### config.mk
export PLATFORM = sky130hd
export DESIGN_NAME = axi_to_fifo_bridge
export DESIGN_NICKNAME = d
export VERILOG_FILES = /design/src/design/axi_fifo_pkg.sv /design/src/design/two_entry_fifo.sv /design/src/design/axi_burst_pump.sv /design/src/design/axi_fifo_sequencer.sv /design/src/design/axi_to_fifo_bridge.sv
export VERILOG_INCLUDE_DIRS = /design/src /design/src/design
export SDC_FILE = /design/constraint.sdc
export NUM_CORES = 1
export LEC_CHECK = 0
export BUFFER_PORTS_ARGS = -buffer_cell sky130_fd_sc_hd__buf_4
export CORE_MARGIN = 3
export CORE_UTILIZATION = 30
export CTS_CLUSTER_DIAMETER = 80
export CTS_CLUSTER_SIZE = 28
export DETAILED_ROUTE_END_ITERATION = 8
export HOLD_SLACK_MARGIN = 0.02
export PLACE_DENSITY = 0.61
export SETUP_SLACK_MARGIN = 0.3
export SYNTH_ARGS = -nofsm -noshare
export SYNTH_HDL_FRONTEND = slang
export SYNTH_SLANG_ARGS = --single-unit
### constraint.sdc
create_clock -name clk_i -period 15.3 [get_ports clk_i]
set_clock_uncertainty 0.2 [all_clocks]
set_input_delay 0.765 -clock clk_i [delete_from_list [all_inputs] [get_ports clk_i]]
set_output_delay 0.765 -clock clk_i [all_outputs]
set_load 0.01 [all_outputs]
### src/design/axi_fifo_settings.svh
// global widths for the axi to fifo bridge
`ifndef AXI_FIFO_SETTINGS_SVH
`define AXI_FIFO_SETTINGS_SVH

// byte address width on the axi side and the fifo side
`define AXI_ADDR_W 32

// transaction id width on aw, ar, b and r
`define AXI_ID_W 4

// burst length field width, also the response counter width
`define AXI_LEN_W 8

// data bus is fixed at 64 bits, so size never exceeds 3
// only 8-byte beats may carry a len above zero
// WRAP bursts fall through to the INCR path
// bresp and rresp are always OKAY

`endif

### src/design/axi_fifo_pkg.sv
// shared channel structs and codes for the axi to fifo bridge
`include "axi_fifo_settings.svh"

package axi_fifo_pkg;

  typedef logic [63:0]            axi_data_t;
  typedef logic [7:0]             axi_strb_t;
  typedef logic [`AXI_ADDR_W-1:0] axi_addr_t;
  typedef logic [`AXI_ID_W-1:0]   axi_id_t;
  typedef logic [`AXI_LEN_W-1:0]  axi_len_t;
  typedef logic [2:0]             axi_size_t;

  // anything other than FIXED is stepped like INCR
  typedef enum logic [1:0] {
    e_burst_fixed = 2'b00
    ,e_burst_incr = 2'b01
  } axi_burst_e;

  typedef enum logic [1:0] {
    e_resp_okay    = 2'b00
    ,e_resp_exokay = 2'b01
    ,e_resp_slverr = 2'b10
    ,e_resp_decerr = 2'b11
  } axi_resp_e;

  // aw and ar request
  typedef struct packed {
    axi_addr_t  addr;
    axi_id_t    id;
    axi_len_t   len;
    axi_size_t  size;
    axi_burst_e burst;
  } axi_ax_t;

  typedef struct packed {
    axi_data_t data;
    axi_strb_t strb;
  } axi_w_t;

  typedef struct packed {
    axi_id_t   id;
    axi_resp_e resp;
  } axi_b_t;

  typedef struct packed {
    axi_data_t data;
    axi_id_t   id;
    logic      last;
    axi_resp_e resp;
  } axi_r_t;

  // single transfer handed from a burst pump to the sequencer
  typedef struct packed {
    axi_addr_t addr;
    axi_size_t size;
    axi_len_t  len;
    logic      first;
    logic      last;
  } pump_beat_t;

  typedef struct packed {
    axi_addr_t addr;
    axi_data_t data;
    axi_strb_t wmask;
    axi_size_t size;
    logic      w;
  } fifo_req_t;

  // w marks the acknowledge of a write
  typedef struct packed {
    axi_data_t data;
    logic      w;
  } fifo_rsp_t;

endpackage

### src/design/two_entry_fifo.sv
// two-slot circular FIFO for any packed payload, read side taken straight from storage
`timescale 1ns/1ps

module two_entry_fifo
  #(parameter type payload_t = logic)
  (input                  clk_i
   , input                reset_i

   , input  payload_t     data_i
   , input                v_i
   , output logic         ready_o

   , output payload_t     data_o
   , output logic         v_o
   , input                yumi_i
   );

  payload_t mem_r [2];
  logic     rd_ptr_r;
  logic     wr_ptr_r;
  logic     full_r;
  logic     empty_r;
  logic     enq;

  // a pop frees a slot in the same cycle, so a full fifo still takes a push then
  assign ready_o = ~full_r | yumi_i;
  assign enq = v_i & ready_o;

  assign v_o = ~empty_r;
  assign data_o = mem_r[rd_ptr_r];

  always_ff @(posedge clk_i) begin
    if (reset_i) begin
      rd_ptr_r <= 1'b0;
      wr_ptr_r <= 1'b0;
      full_r   <= 1'b0;
      empty_r  <= 1'b1;
    end else begin
      if (enq) begin
        wr_ptr_r <= ~wr_ptr_r;
      end
      if (yumi_i) begin
        rd_ptr_r <= ~rd_ptr_r;
      end
      // occupancy only changes when exactly one side moves
      if (enq & ~yumi_i) begin
        empty_r <= 1'b0;
        full_r  <= (rd_ptr_r == ~wr_ptr_r);
      end else if (yumi_i & ~enq) begin
        full_r  <= 1'b0;
        empty_r <= (wr_ptr_r == ~rd_ptr_r);
      end
    end
  end

  always_ff @(posedge clk_i) begin
    if (enq) begin
      mem_r[wr_ptr_r] <= data_i;
    end
  end

endmodule

### src/design/axi_burst_pump.sv
// burst pump that turns one axi address request into a run of single-beat addresses
`timescale 1ns/1ps

module axi_burst_pump
  import axi_fifo_pkg::*;
  (input                  clk_i
   , input                reset_i

   // address channel from the axi manager
   , input  axi_ax_t      ax_i
   , input                ax_v_i
   , output logic         ax_ready_o

   // beats toward the sequencer
   , output pump_beat_t   beat_o
   , output logic         beat_v_o
   , input                send_i

   // id of the oldest unanswered burst
   , output axi_id_t      id_o
   , output logic         id_v_o
   , input                id_pop_i
   );

  logic       loaded_r;
  logic       first_r;
  axi_addr_t  addr_r;
  axi_size_t  size_r;
  axi_len_t   len_r;
  axi_len_t   count_r;
  axi_burst_e burst_r;

  logic       id_ready;
  logic       id_v_li;
  logic       load;
  logic       last_beat;
  axi_addr_t  addr_step;

  // both the pump and the id queue have to take the request together
  assign ax_ready_o = ~loaded_r & id_ready;
  assign id_v_li = ax_v_i & ~loaded_r;
  assign load = ax_v_i & ax_ready_o;

  // count_r holds the beats left after the current one
  assign last_beat = (count_r == '0);
  assign addr_step = axi_addr_t'(1) << size_r;

  always_ff @(posedge clk_i) begin
    if (reset_i) begin
      loaded_r <= 1'b0;
    end else if (load) begin
      loaded_r <= 1'b1;
    end else if (send_i & last_beat) begin
      loaded_r <= 1'b0;
    end
  end

  always_ff @(posedge clk_i) begin
    if (load) begin
      addr_r  <= ax_i.addr;
      size_r  <= ax_i.size;
      len_r   <= ax_i.len;
      count_r <= ax_i.len;
      burst_r <= ax_i.burst;
      first_r <= 1'b1;
    end else if (send_i) begin
      count_r <= count_r - 1'b1;
      first_r <= 1'b0;
      // fixed bursts hit the same address every beat
      if (burst_r != e_burst_fixed) begin
        addr_r <= addr_r + addr_step;
      end
    end
  end

  assign beat_v_o = loaded_r;

  always_comb begin
    beat_o.addr  = addr_r;
    beat_o.size  = size_r;
    beat_o.len   = len_r;
    beat_o.first = first_r;
    beat_o.last  = last_beat;
  end

  // id is queued on load and held until the final response goes out
  two_entry_fifo
    #(.payload_t(axi_id_t))
    id_fifo
     (.clk_i(clk_i)
      ,.reset_i(reset_i)
      ,.data_i(ax_i.id)
      ,.v_i(id_v_li)
      ,.ready_o(id_ready)
      ,.data_o(id_o)
      ,.v_o(id_v_o)
      ,.yumi_i(id_pop_i)
      );

endmodule

### src/design/axi_fifo_sequencer.sv
// read-priority request sequencer with transfer counter and b/r response routing
`timescale 1ns/1ps

module axi_fifo_sequencer
  import axi_fifo_pkg::*;
  (input                  clk_i
   , input                reset_i

   , input  pump_beat_t   wr_beat_i
   , input                wr_beat_v_i
   , output logic         wr_send_o
   , input  pump_beat_t   rd_beat_i
   , input                rd_beat_v_i
   , output logic         rd_send_o

   , input  axi_w_t       wdata_i
   , input                wdata_v_i

   , input  axi_id_t      wr_id_i
   , input                wr_id_v_i
   , output logic         wr_id_pop_o
   , input  axi_id_t      rd_id_i
   , input                rd_id_v_i
   , output logic         rd_id_pop_o

   , output fifo_req_t    req_o
   , output logic         req_v_o
   , input                req_ready_i

   , input  fifo_rsp_t    rsp_i
   , input                rsp_v_i
   , output logic         rsp_ready_o

   , output axi_b_t       b_o
   , output logic         b_v_o
   , input                b_ready_i
   , output axi_r_t       r_o
   , output logic         r_v_o
   , input                r_ready_i
   );

  typedef enum logic [1:0] {
    e_ready
    ,e_write
    ,e_read
    ,e_wait
  } state_e;

  state_e     state_r, state_n;
  logic       sel_rd;
  pump_beat_t beat;

  fifo_rsp_t  rsp_head;
  logic       rsp_head_v, rsp_yumi;
  axi_len_t   count_r;
  logic       last_transfer, b_send, r_send, last_rsp_send;

  // request valid and source select, reads win in the ready state
  always_comb begin
    req_v_o = 1'b0;
    sel_rd  = 1'b0;
    case (state_r)
      e_ready: begin
        sel_rd  = rd_beat_v_i;
        req_v_o = rd_beat_v_i | (wr_beat_v_i & wdata_v_i);
      end
      e_write: req_v_o = wr_beat_v_i & wdata_v_i;
      e_read: begin
        sel_rd  = 1'b1;
        req_v_o = rd_beat_v_i;
      end
      default: req_v_o = 1'b0;
    endcase
  end

  assign beat = sel_rd ? rd_beat_i : wr_beat_i;
  assign wr_send_o = req_v_o & ~sel_rd & req_ready_i;
  assign rd_send_o = req_v_o & sel_rd & req_ready_i;

  always_comb begin
    req_o.addr  = beat.addr;
    req_o.size  = beat.size;
    req_o.data  = wdata_i.data;
    req_o.wmask = wdata_i.strb;
    req_o.w     = ~sel_rd;
  end

  // single-beat bursts go straight to wait, longer ones stay on their source
  // a stalled write keeps the port so a later read cannot replace it
  always_comb begin
    state_n = state_r;
    case (state_r)
      e_ready: begin
        if (rd_send_o & ~rd_beat_i.last) state_n = e_read;
        else if (wr_send_o & ~wr_beat_i.last) state_n = e_write;
        else if (rd_send_o | wr_send_o) state_n = e_wait;
        else if (req_v_o & ~sel_rd) state_n = e_write;
      end
      e_write: if (wr_send_o & wr_beat_i.last) state_n = e_wait;
      e_read: if (rd_send_o & rd_beat_i.last) state_n = e_wait;
      default: if (last_rsp_send) state_n = e_ready;
    endcase
  end

  always_ff @(posedge clk_i) begin
    if (reset_i) state_r <= e_ready;
    else state_r <= state_n;
  end

  two_entry_fifo
    #(.payload_t(fifo_rsp_t))
    rsp_fifo
     (.clk_i(clk_i)
      ,.reset_i(reset_i)
      ,.data_i(rsp_i)
      ,.v_i(rsp_v_i)
      ,.ready_o(rsp_ready_o)
      ,.data_o(rsp_head)
      ,.v_o(rsp_head_v)
      ,.yumi_i(rsp_yumi)
      );

  // responses still owed after the head, loaded from len on the first beat
  always_ff @(posedge clk_i) begin
    if (reset_i) count_r <= '0;
    else if ((wr_send_o & wr_beat_i.first) | (rd_send_o & rd_beat_i.first))
      count_r <= beat.len;
    else if (rsp_yumi & ~last_transfer) count_r <= count_r - 1'b1;
  end

  assign last_transfer = (count_r == '0);
  assign b_send = b_v_o & b_ready_i;
  assign r_send = r_v_o & r_ready_i;
  assign last_rsp_send = b_send | (r_send & last_transfer);

  // write acks before the last one are dropped without a b
  assign rsp_yumi = r_send | b_send | (rsp_head_v & rsp_head.w & ~last_transfer);

  assign b_v_o = rsp_head_v & rsp_head.w & last_transfer & wr_id_v_i;
  assign b_o = '{id: wr_id_i, resp: e_resp_okay};
  assign wr_id_pop_o = b_send;

  assign r_v_o = rsp_head_v & ~rsp_head.w & rd_id_v_i;
  assign r_o = '{data: rsp_head.data, id: rd_id_i, last: last_transfer, resp: e_resp_okay};
  assign rd_id_pop_o = r_send & last_transfer;

endmodule

### src/design/axi_to_fifo_bridge.sv
// axi4 subordinate to in-order fifo request/response bridge
`timescale 1ns/1ps

module axi_to_fifo_bridge
  import axi_fifo_pkg::*;
  (input                  clk_i
   , input                reset_i

   // axi subordinate side
   , input  axi_ax_t      aw_i
   , input                aw_v_i
   , output logic         aw_ready_o
   , input  axi_w_t       w_i
   , input                w_v_i
   , output logic         w_ready_o
   , output axi_b_t       b_o
   , output logic         b_v_o
   , input                b_ready_i
   , input  axi_ax_t      ar_i
   , input                ar_v_i
   , output logic         ar_ready_o
   , output axi_r_t       r_o
   , output logic         r_v_o
   , input                r_ready_i

   // fifo side
   , output fifo_req_t    req_o
   , output logic         req_v_o
   , input                req_ready_i
   , input  fifo_rsp_t    rsp_i
   , input                rsp_v_i
   , output logic         rsp_ready_o
   );

  pump_beat_t aw_beat, ar_beat;
  logic       aw_beat_v, ar_beat_v;
  logic       aw_send, ar_send;
  axi_id_t    aw_id, ar_id;
  logic       aw_id_v, ar_id_v;
  logic       aw_id_pop, ar_id_pop;
  axi_w_t     w_head;
  logic       w_head_v;

  axi_burst_pump aw_pump
    (.clk_i(clk_i), .reset_i(reset_i)
     ,.ax_i(aw_i), .ax_v_i(aw_v_i), .ax_ready_o(aw_ready_o)
     ,.beat_o(aw_beat), .beat_v_o(aw_beat_v), .send_i(aw_send)
     ,.id_o(aw_id), .id_v_o(aw_id_v), .id_pop_i(aw_id_pop)
     );

  axi_burst_pump ar_pump
    (.clk_i(clk_i), .reset_i(reset_i)
     ,.ax_i(ar_i), .ax_v_i(ar_v_i), .ax_ready_o(ar_ready_o)
     ,.beat_o(ar_beat), .beat_v_o(ar_beat_v), .send_i(ar_send)
     ,.id_o(ar_id), .id_v_o(ar_id_v), .id_pop_i(ar_id_pop)
     );

  // write beats are popped by every write send
  two_entry_fifo #(.payload_t(axi_w_t)) w_fifo
    (.clk_i(clk_i), .reset_i(reset_i)
     ,.data_i(w_i), .v_i(w_v_i), .ready_o(w_ready_o)
     ,.data_o(w_head), .v_o(w_head_v), .yumi_i(aw_send)
     );

  axi_fifo_sequencer sequencer
    (.clk_i(clk_i), .reset_i(reset_i)
     ,.wr_beat_i(aw_beat), .wr_beat_v_i(aw_beat_v), .wr_send_o(aw_send)
     ,.rd_beat_i(ar_beat), .rd_beat_v_i(ar_beat_v), .rd_send_o(ar_send)
     ,.wdata_i(w_head), .wdata_v_i(w_head_v)
     ,.wr_id_i(aw_id), .wr_id_v_i(aw_id_v), .wr_id_pop_o(aw_id_pop)
     ,.rd_id_i(ar_id), .rd_id_v_i(ar_id_v), .rd_id_pop_o(ar_id_pop)
     ,.req_o(req_o), .req_v_o(req_v_o), .req_ready_i(req_ready_i)
     ,.rsp_i(rsp_i), .rsp_v_i(rsp_v_i), .rsp_ready_o(rsp_ready_o)
     ,.b_o(b_o), .b_v_o(b_v_o), .b_ready_i(b_ready_i)
     ,.r_o(r_o), .r_v_o(r_v_o), .r_ready_i(r_ready_i)
     );

endmodule

Word-level counts from Yosys, hierarchy flattened --
Memory sizes are Yosys's and may differ from the RTL's. A register that Yosys moved wholly into a read port is not among the register bits. Index checks and enable logic that the tools add are counted.
Storage, ports and cells: register bits 136, RAM bits 290, input bits 244, output and inout port bits 192, logic and storage cells 216, memories kept 4
Operators by class: $add $sub $neg 5, eq/ne operators 13, shift-type cells 2, mux-type cells 59, bitwise gates (word level) 80, reductions and logical operators 21
Memories:
- w_fifo.mem_r | words 2, bits a word 72, read ports 1, clocked after memory_dff 1, write ports 1, line two_entry_fifo.sv:18 | payload_t mem_r [2];
- sequencer.rsp_fifo.mem_r | words 2, bits a word 65, read ports 1, clocked after memory_dff 1, write ports 1, line two_entry_fifo.sv:18
- ar_pump.id_fifo.mem_r | words 2, bits a word 4, read ports 1, clocked after memory_dff 1, write ports 1, line two_entry_fifo.sv:18
- aw_pump.id_fifo.mem_r | words 2, bits a word 4, read ports 1, clocked after memory_dff 1, write ports 1, line two_entry_fifo.sv:18
Operators with widths (number):
- 2-to-1 mux 32 bit | 6
- adder 32 bit | 2
- << shifter 1 x 3 -> 32 bit, first input constant | 2
- 2-to-1 mux 8 bit | 6
- 2-to-1 mux 45 bit | 1
- bitwise AND 1 bit | 39
- 2-to-1 mux 1 bit | 36
- inverter 1 bit | 31
- nonzero test 2 bit | 13
- zero test 8 bit | 3
- subtractor 8 x 1 -> 8 bit, second input constant | 3
- 2-to-1 mux 2 bit | 7
- bitwise OR 1 bit | 10
- == test 1 bit | 8
- one-hot mux 2 bit (3 select lines) | 1
- != test 5 x 1 -> 1 bit, second input constant | 1
- != test 2 bit, second input constant | 2
- AND reduction 2 bit | 2
- AND reduction 4 bit | 1
- nonzero test 4 bit | 1
- one-hot mux 1 bit (3 select lines) | 1
- == test 2 x 1 -> 1 bit, second input constant | 1
- == test 2 bit, second input constant | 1
- zero test 2 bit | 1
- one-hot mux 1 bit (2 select lines) | 1

Logic depth before layout (Yosys ltp) --
word-level depth 13, mapped depth 12

Hierarchy --
From an unflattened synthesis, not the netlist that was laid out.
Second synthesis, totals: cell total of the unflattened synthesis 1479, area, all modules 20238.2 um2
Modules (own cells, without submodules):
- two_entry_fifo at w_fifo | times used 1, cells an instance 249, area each 5776.8 um2, sequential area each 4424.2 um2
- two_entry_fifo at sequencer.rsp_fifo | times used 1, cells an instance 227, area each 5123.7 um2, sequential area each 4003.8 um2
- axi_burst_pump at ar_pump | times used 1, cells an instance 305, area each 3154.3 um2, sequential area each 1631.6 um2
- axi_burst_pump at aw_pump | times used 1, cells an instance 301, area each 3120.5 um2, sequential area each 1631.6 um2
- axi_fifo_sequencer | times used 1, cells an instance 323, area each 2019.4 um2, sequential area each 200.2 um2
- two_entry_fifo at ar_pump.id_fifo ... | times used 2, cells an instance 37, area each 521.8 um2, sequential area each 340.3 um2

Least setup slack after synthesis --
No wires, ideal clock.
path kind flip-flop to flip-flop, start register sequencer.state_r[0], end memory w_fifo.mem_r[0][0] in the netlist's numbering (enable), library setup time 0.511 ns, arrival time 4.967 ns, data required time 14.589 ns, path slack 9.622 ns, stages on the path, launching flop included 8, buffers on the path 1, path through dfxtp_1 > inv_1 > ha_1 > a21o_1 > buf_4 > o31ai_1 > and2_1 > nor2b_1
Between the ends: longest elaborated chain between the ends 9, elaborated cells between the ends (all ways) 12, those cells by class eq/ne (2); mux (4); bitwise (5); reduce/logical (1)
RTL lines:
- from (decl) | line axi_fifo_sequencer.sv:49 | state_e state_r, state_n;
- from (signal assigned) | line axi_fifo_sequencer.sv:106 | if (reset_i) state_r <= e_ready;
- from (signal assigned) | line axi_fifo_sequencer.sv:107 | else state_r <= state_n;
- == test 2 bit / zero test 2 bit (equally long branches) | line axi_fifo_sequencer.sv:62 | case (state_r)
- one-hot mux 1 bit (2 select lines) | line axi_fifo_sequencer.sv:62
- inverter 1 bit | line axi_fifo_sequencer.sv:77 | assign wr_send_o = req_v_o & ~sel_rd & req_ready_i;
- bitwise AND 1 bit * (2 in a row) | line axi_fifo_sequencer.sv:77
- bitwise OR 1 bit * | line two_entry_fifo.sv:26 | assign ready_o = ~full_r | yumi_i;
- named net w_ready_o | line axi_to_fifo_bridge.sv:15 | , output logic w_ready_o
- bitwise AND 1 bit * | line two_entry_fifo.sv:27 | assign enq = v_i & ready_o;
- named net w_fifo.enq | line two_entry_fifo.sv:23 | logic enq;
- 2-to-1 mux 1 bit * | line two_entry_fifo.sv:57 | if (enq) begin
- 2-to-1 mux 1 bit (implied by the code) * | line two_entry_fifo.sv:58 | mem_r[wr_ptr_r] <= data_i;
- to (decl) | line two_entry_fifo.sv:18
Mark *: on every way through the listed nets, which the timed path passes. The rest lies on a longest branch.

==> flow_summary.toml <==
[logic_synthesis]
ys_async_sr_fraction_pct = 0
synth_largest_area_cell = "edfxtp_1"
postSynthRegisterBits = 430
ys_top_cells_by_area = "edfxtp_1, mux2_2, dfxtp_1"
synth.yosys.warnings = 0
yosys.cell_count.top_type = "edfxtp_1"
post_synth_edffs = 396
netlist_instances = 1403
syn_area_per_cell_um2 = 13.6
synth.cell_area_um2 = 19100
synth_seq_area_share_pct = 65.8
synth_common_cells = "edfxtp_1, nand2_1, mux2_2"
synth_top_area_share_pct = 62.2
synth_flop_cell = "edfxtp_1"
yosys.cell_types.count = 72

[sta]
maxClockFrequency_ghz = 0.269
final-hold-violation-count = 0
finalMaxSlewViolations = 0
worst_pin_slew_ns = 1.04
final_min_period_over_clock_period_pct = 24.3
postLayoutSetupSlackWorst_ns = 11.58
rsz0062_at_grt = "false"
count_of_final_setup_violators = 0
hold_ws_ns = 0.136
final_period_minus_worst_setup_slack_ns = 3.72
setup-tns-final_ns = 0
max-slew-margin-rel_pct = 30.7

[layout]
post_route_cells_drive_above_1_share_pct = 36.6
finish.cell_count_without_fillers = 2670
final_net_count = 2085
synthToLayoutAreaGrowth_pct = 27.6
final_design_area_no_fill_um2 = 24400

[setup_path]
start_to_end_type_of_the_worst_setup_path = "reg -> out"
crit_path_end_kind = "primary output"
critPathBufInv = 4
cp_cell_sequence = "inv_1 -> ha_1 -> a21o_1 -> inv_1 -> buf_4 -> nand2_1 -> nand2_1 -> buf_4"
timing.critical_path.slowest_cell_delay_ns = 0.47
crit_family = "buffers and inverters"
arrival_ns = 2.75
critical_path.startpoint_type = "flip-flop"
worst-endpoint-required_ns = 14.34
critical_path.slowest_cell = "buf_4"
cp_max_fo = 42

[floorplan]
die-width_um = 258
initial_standard_cell_utilization_of_the_core_pct = 30.6
std_cell_rows = 91
core-area_um2 = 62400
floorplan.die.height_um = 258
floorplan.io_pins = 436
die_outline_area_um2 = 66800

[grt]
track_usage_pct = 15.5
grt_start_max_net_pins = 73
grt_residual_overflow = 0
grt_pass1_wl_mm = 79.5
antenna_violations_before_repair = 14
grt_pass1_vias = 12922

[route]
firstDrtPassIters = 5
wire_per_inst_um = 20.4
routed_wirelength_mm = 54.6
drc_violation_count_after_routing = 0
drt_iter0_drc = 879
drt-vias-per-instance = 4.84
vias = 12933
antenna_left = 0

[placement]
dpl-instance-area_um2 = 23200
placement.setup.worst_slack_ns = 11.76
placedCellCount = 2614
place_congestion = 0.876
place_hpwl_mm = 40.3
port_buffers = 431

[power_and_ir_drop]
p_comb_share_pct = 28.8
cellPowerDensity_nw_per_um2 = 141
power_leakage_nw = 9.09
internal_power_mw = 2.31
net_load_switching_power_mw = 1.13
seq_power_share_pct = 44.5
sw_frac_of_total_pct = 32.9
p_clk_share_pct = 26.7
max-vdd-ir-drop_mv = 0.0727

[clocking]
deepest_clock_path_buffer_count = 3
ctsHtreeMaxLevel = 1
cts_hold_buf = 0
cts.reportedPaths.clkPinSlew_ns = 0.10
insertion_delay_ns = 0.61
numCtsBuffers = 30
post_cts_resize_count = 0
tritoncts = "done"
cts-root-buf = "clkbuf_16"
clock_sink_count = 430
cts_post_setup_buffers_inserted = 0

[flow_run]
maximum_capacitance_violations = 0

[outcome]
outcome = "finished, final reports clean"

[worst_hold_path]
hold_path_class = "in -> reg"
-- worst register-to-register path, delay by kind of cell (launching register included) --
family          cells  cell delay [ns]
compound gates      3             1.21
fa+ha+maj           1             0.33
simple gates        3             0.89
flops               1             0.50
-- power by group through the flow --
| stage | combinational (mW) | sequential (mW) | clock (mW) |
|---|---|---|---|
| after floorplan | 0.588 | 1.52 | 0 |
| after global placement | 0.986 | 1.55 | 0 |
| after detailed placement | 0.994 | 1.56 | 0 |
| after CTS | 1.00 | 1.53 | 0.954 |
| after global routing | 1.07 | 1.55 | 0.997 |
| final | 0.991 | 1.53 | 0.920 |
-- stage by stage --
step | util (%) | power (mW)
after floorplan | - | 2.11
after global placement | 37.2 | 2.54
after detailed placement | 37.2 | 2.55
after CTS | 39.1 | 3.49
after global routing | 39.1 | 3.62
final | 39.1 | 3.44
-- final cells by class --
cell class / instances / area [um^2]
Fill cell: 6000 / 38000
Timing Repair Buffer: 442 / 3320
Antenna cell: 3 / 7.51
Clock inverter: 21 / 400
Sequential cell: 430 / 12600
Multi-Input combinational cell: 867 / 6130
Inverter: 38 / 143
Tap cell: 837 / 1050
Clock buffer: 32 / 779
-- logic make-up (layout without fill, tap and decap cells) --
| group | after synthesis | count (layout) | share of synthesized area [%] |
|---|---|---|---|
| AO/OA/AOI/OAI | 249 | 249 | 8.49 |
| adder cells (fa/ha/maj) | 32 | 32 | 2.17 |
| multiplexers | 151 | 151 | 8.95 |
| buffers and inverters | 109 | 533 | 2.45 |
| AND/OR/NAND/NOR | 377 | 377 | 9.69 |
| other | 1 | 7 | 0.0196 |
| flip-flops | 430 | 430 | 65.8 |
| XOR/XNOR | 54 | 54 | 2.47 |
-- per-layer routing --
metal  routed length (um)  global-route usage [%]  up-vias
met3                 5550                    5.02       79
met4                 1120                    3.65       22
met2                26600                    26.7      515
met1                21200                    18.9     6250
li1                     -                       -     6067
met5                  145                       0        -
-- worst paths after layout --
kind                                      to  slack, ns                  from  depth (start not counted)
min          sequencer.rsp_fifo.mem_r[0][12]       0.14             rsp_i[12]                          1
min reg2reg                  aw_pump.first_r       0.26       aw_pump.first_r                          2
max reg2reg               aw_pump.addr_r[23]      11.89     aw_pump.size_r[2]                          7
max                               req_o[102]      11.58  sequencer.state_r[0]                          8
-- sequential cells by signal, summed over array words and instances, names as in the netlist, 8 cells and up, named ones only --
signal	cells
aw_pump.len_r	8
ar_pump.len_r	8
ar_pump.count_r	8
w_fifo.mem_r	144
sequencer.rsp_fifo.mem_r	130
sequencer.count_r	8
ar_pump.id_fifo.mem_r	8
aw_pump.addr_r	32
aw_pump.count_r	8
ar_pump.addr_r	32
aw_pump.id_fifo.mem_r	8
-- layout by cell type, fill, tap and decap left out, types with 8 or more instances in the layout --
cell type  instances
buf_4            442
edfxtp_1         396
nand2_1          161
mux2_2           145
nor2_1            92
a21oi_1           54
o21ai_0           40
inv_1             35
dfxtp_1           32
clkbuf_16         31
ha_1              30
o21ai_1           27
xor2_1            27
xnor2_1           27
a211oi_1          21
a31oi_1           20
o31ai_1           15
nand3_1           15
and2_1            13
o31a_1            13
nand4_1           10
nor3b_1            9
nand2b_1           9
or4_1              9
a21o_1             8
nor3_1             8
and3_1             8
o41ai_1            8
No activity file was read; power rests on OpenSTA's default activity.
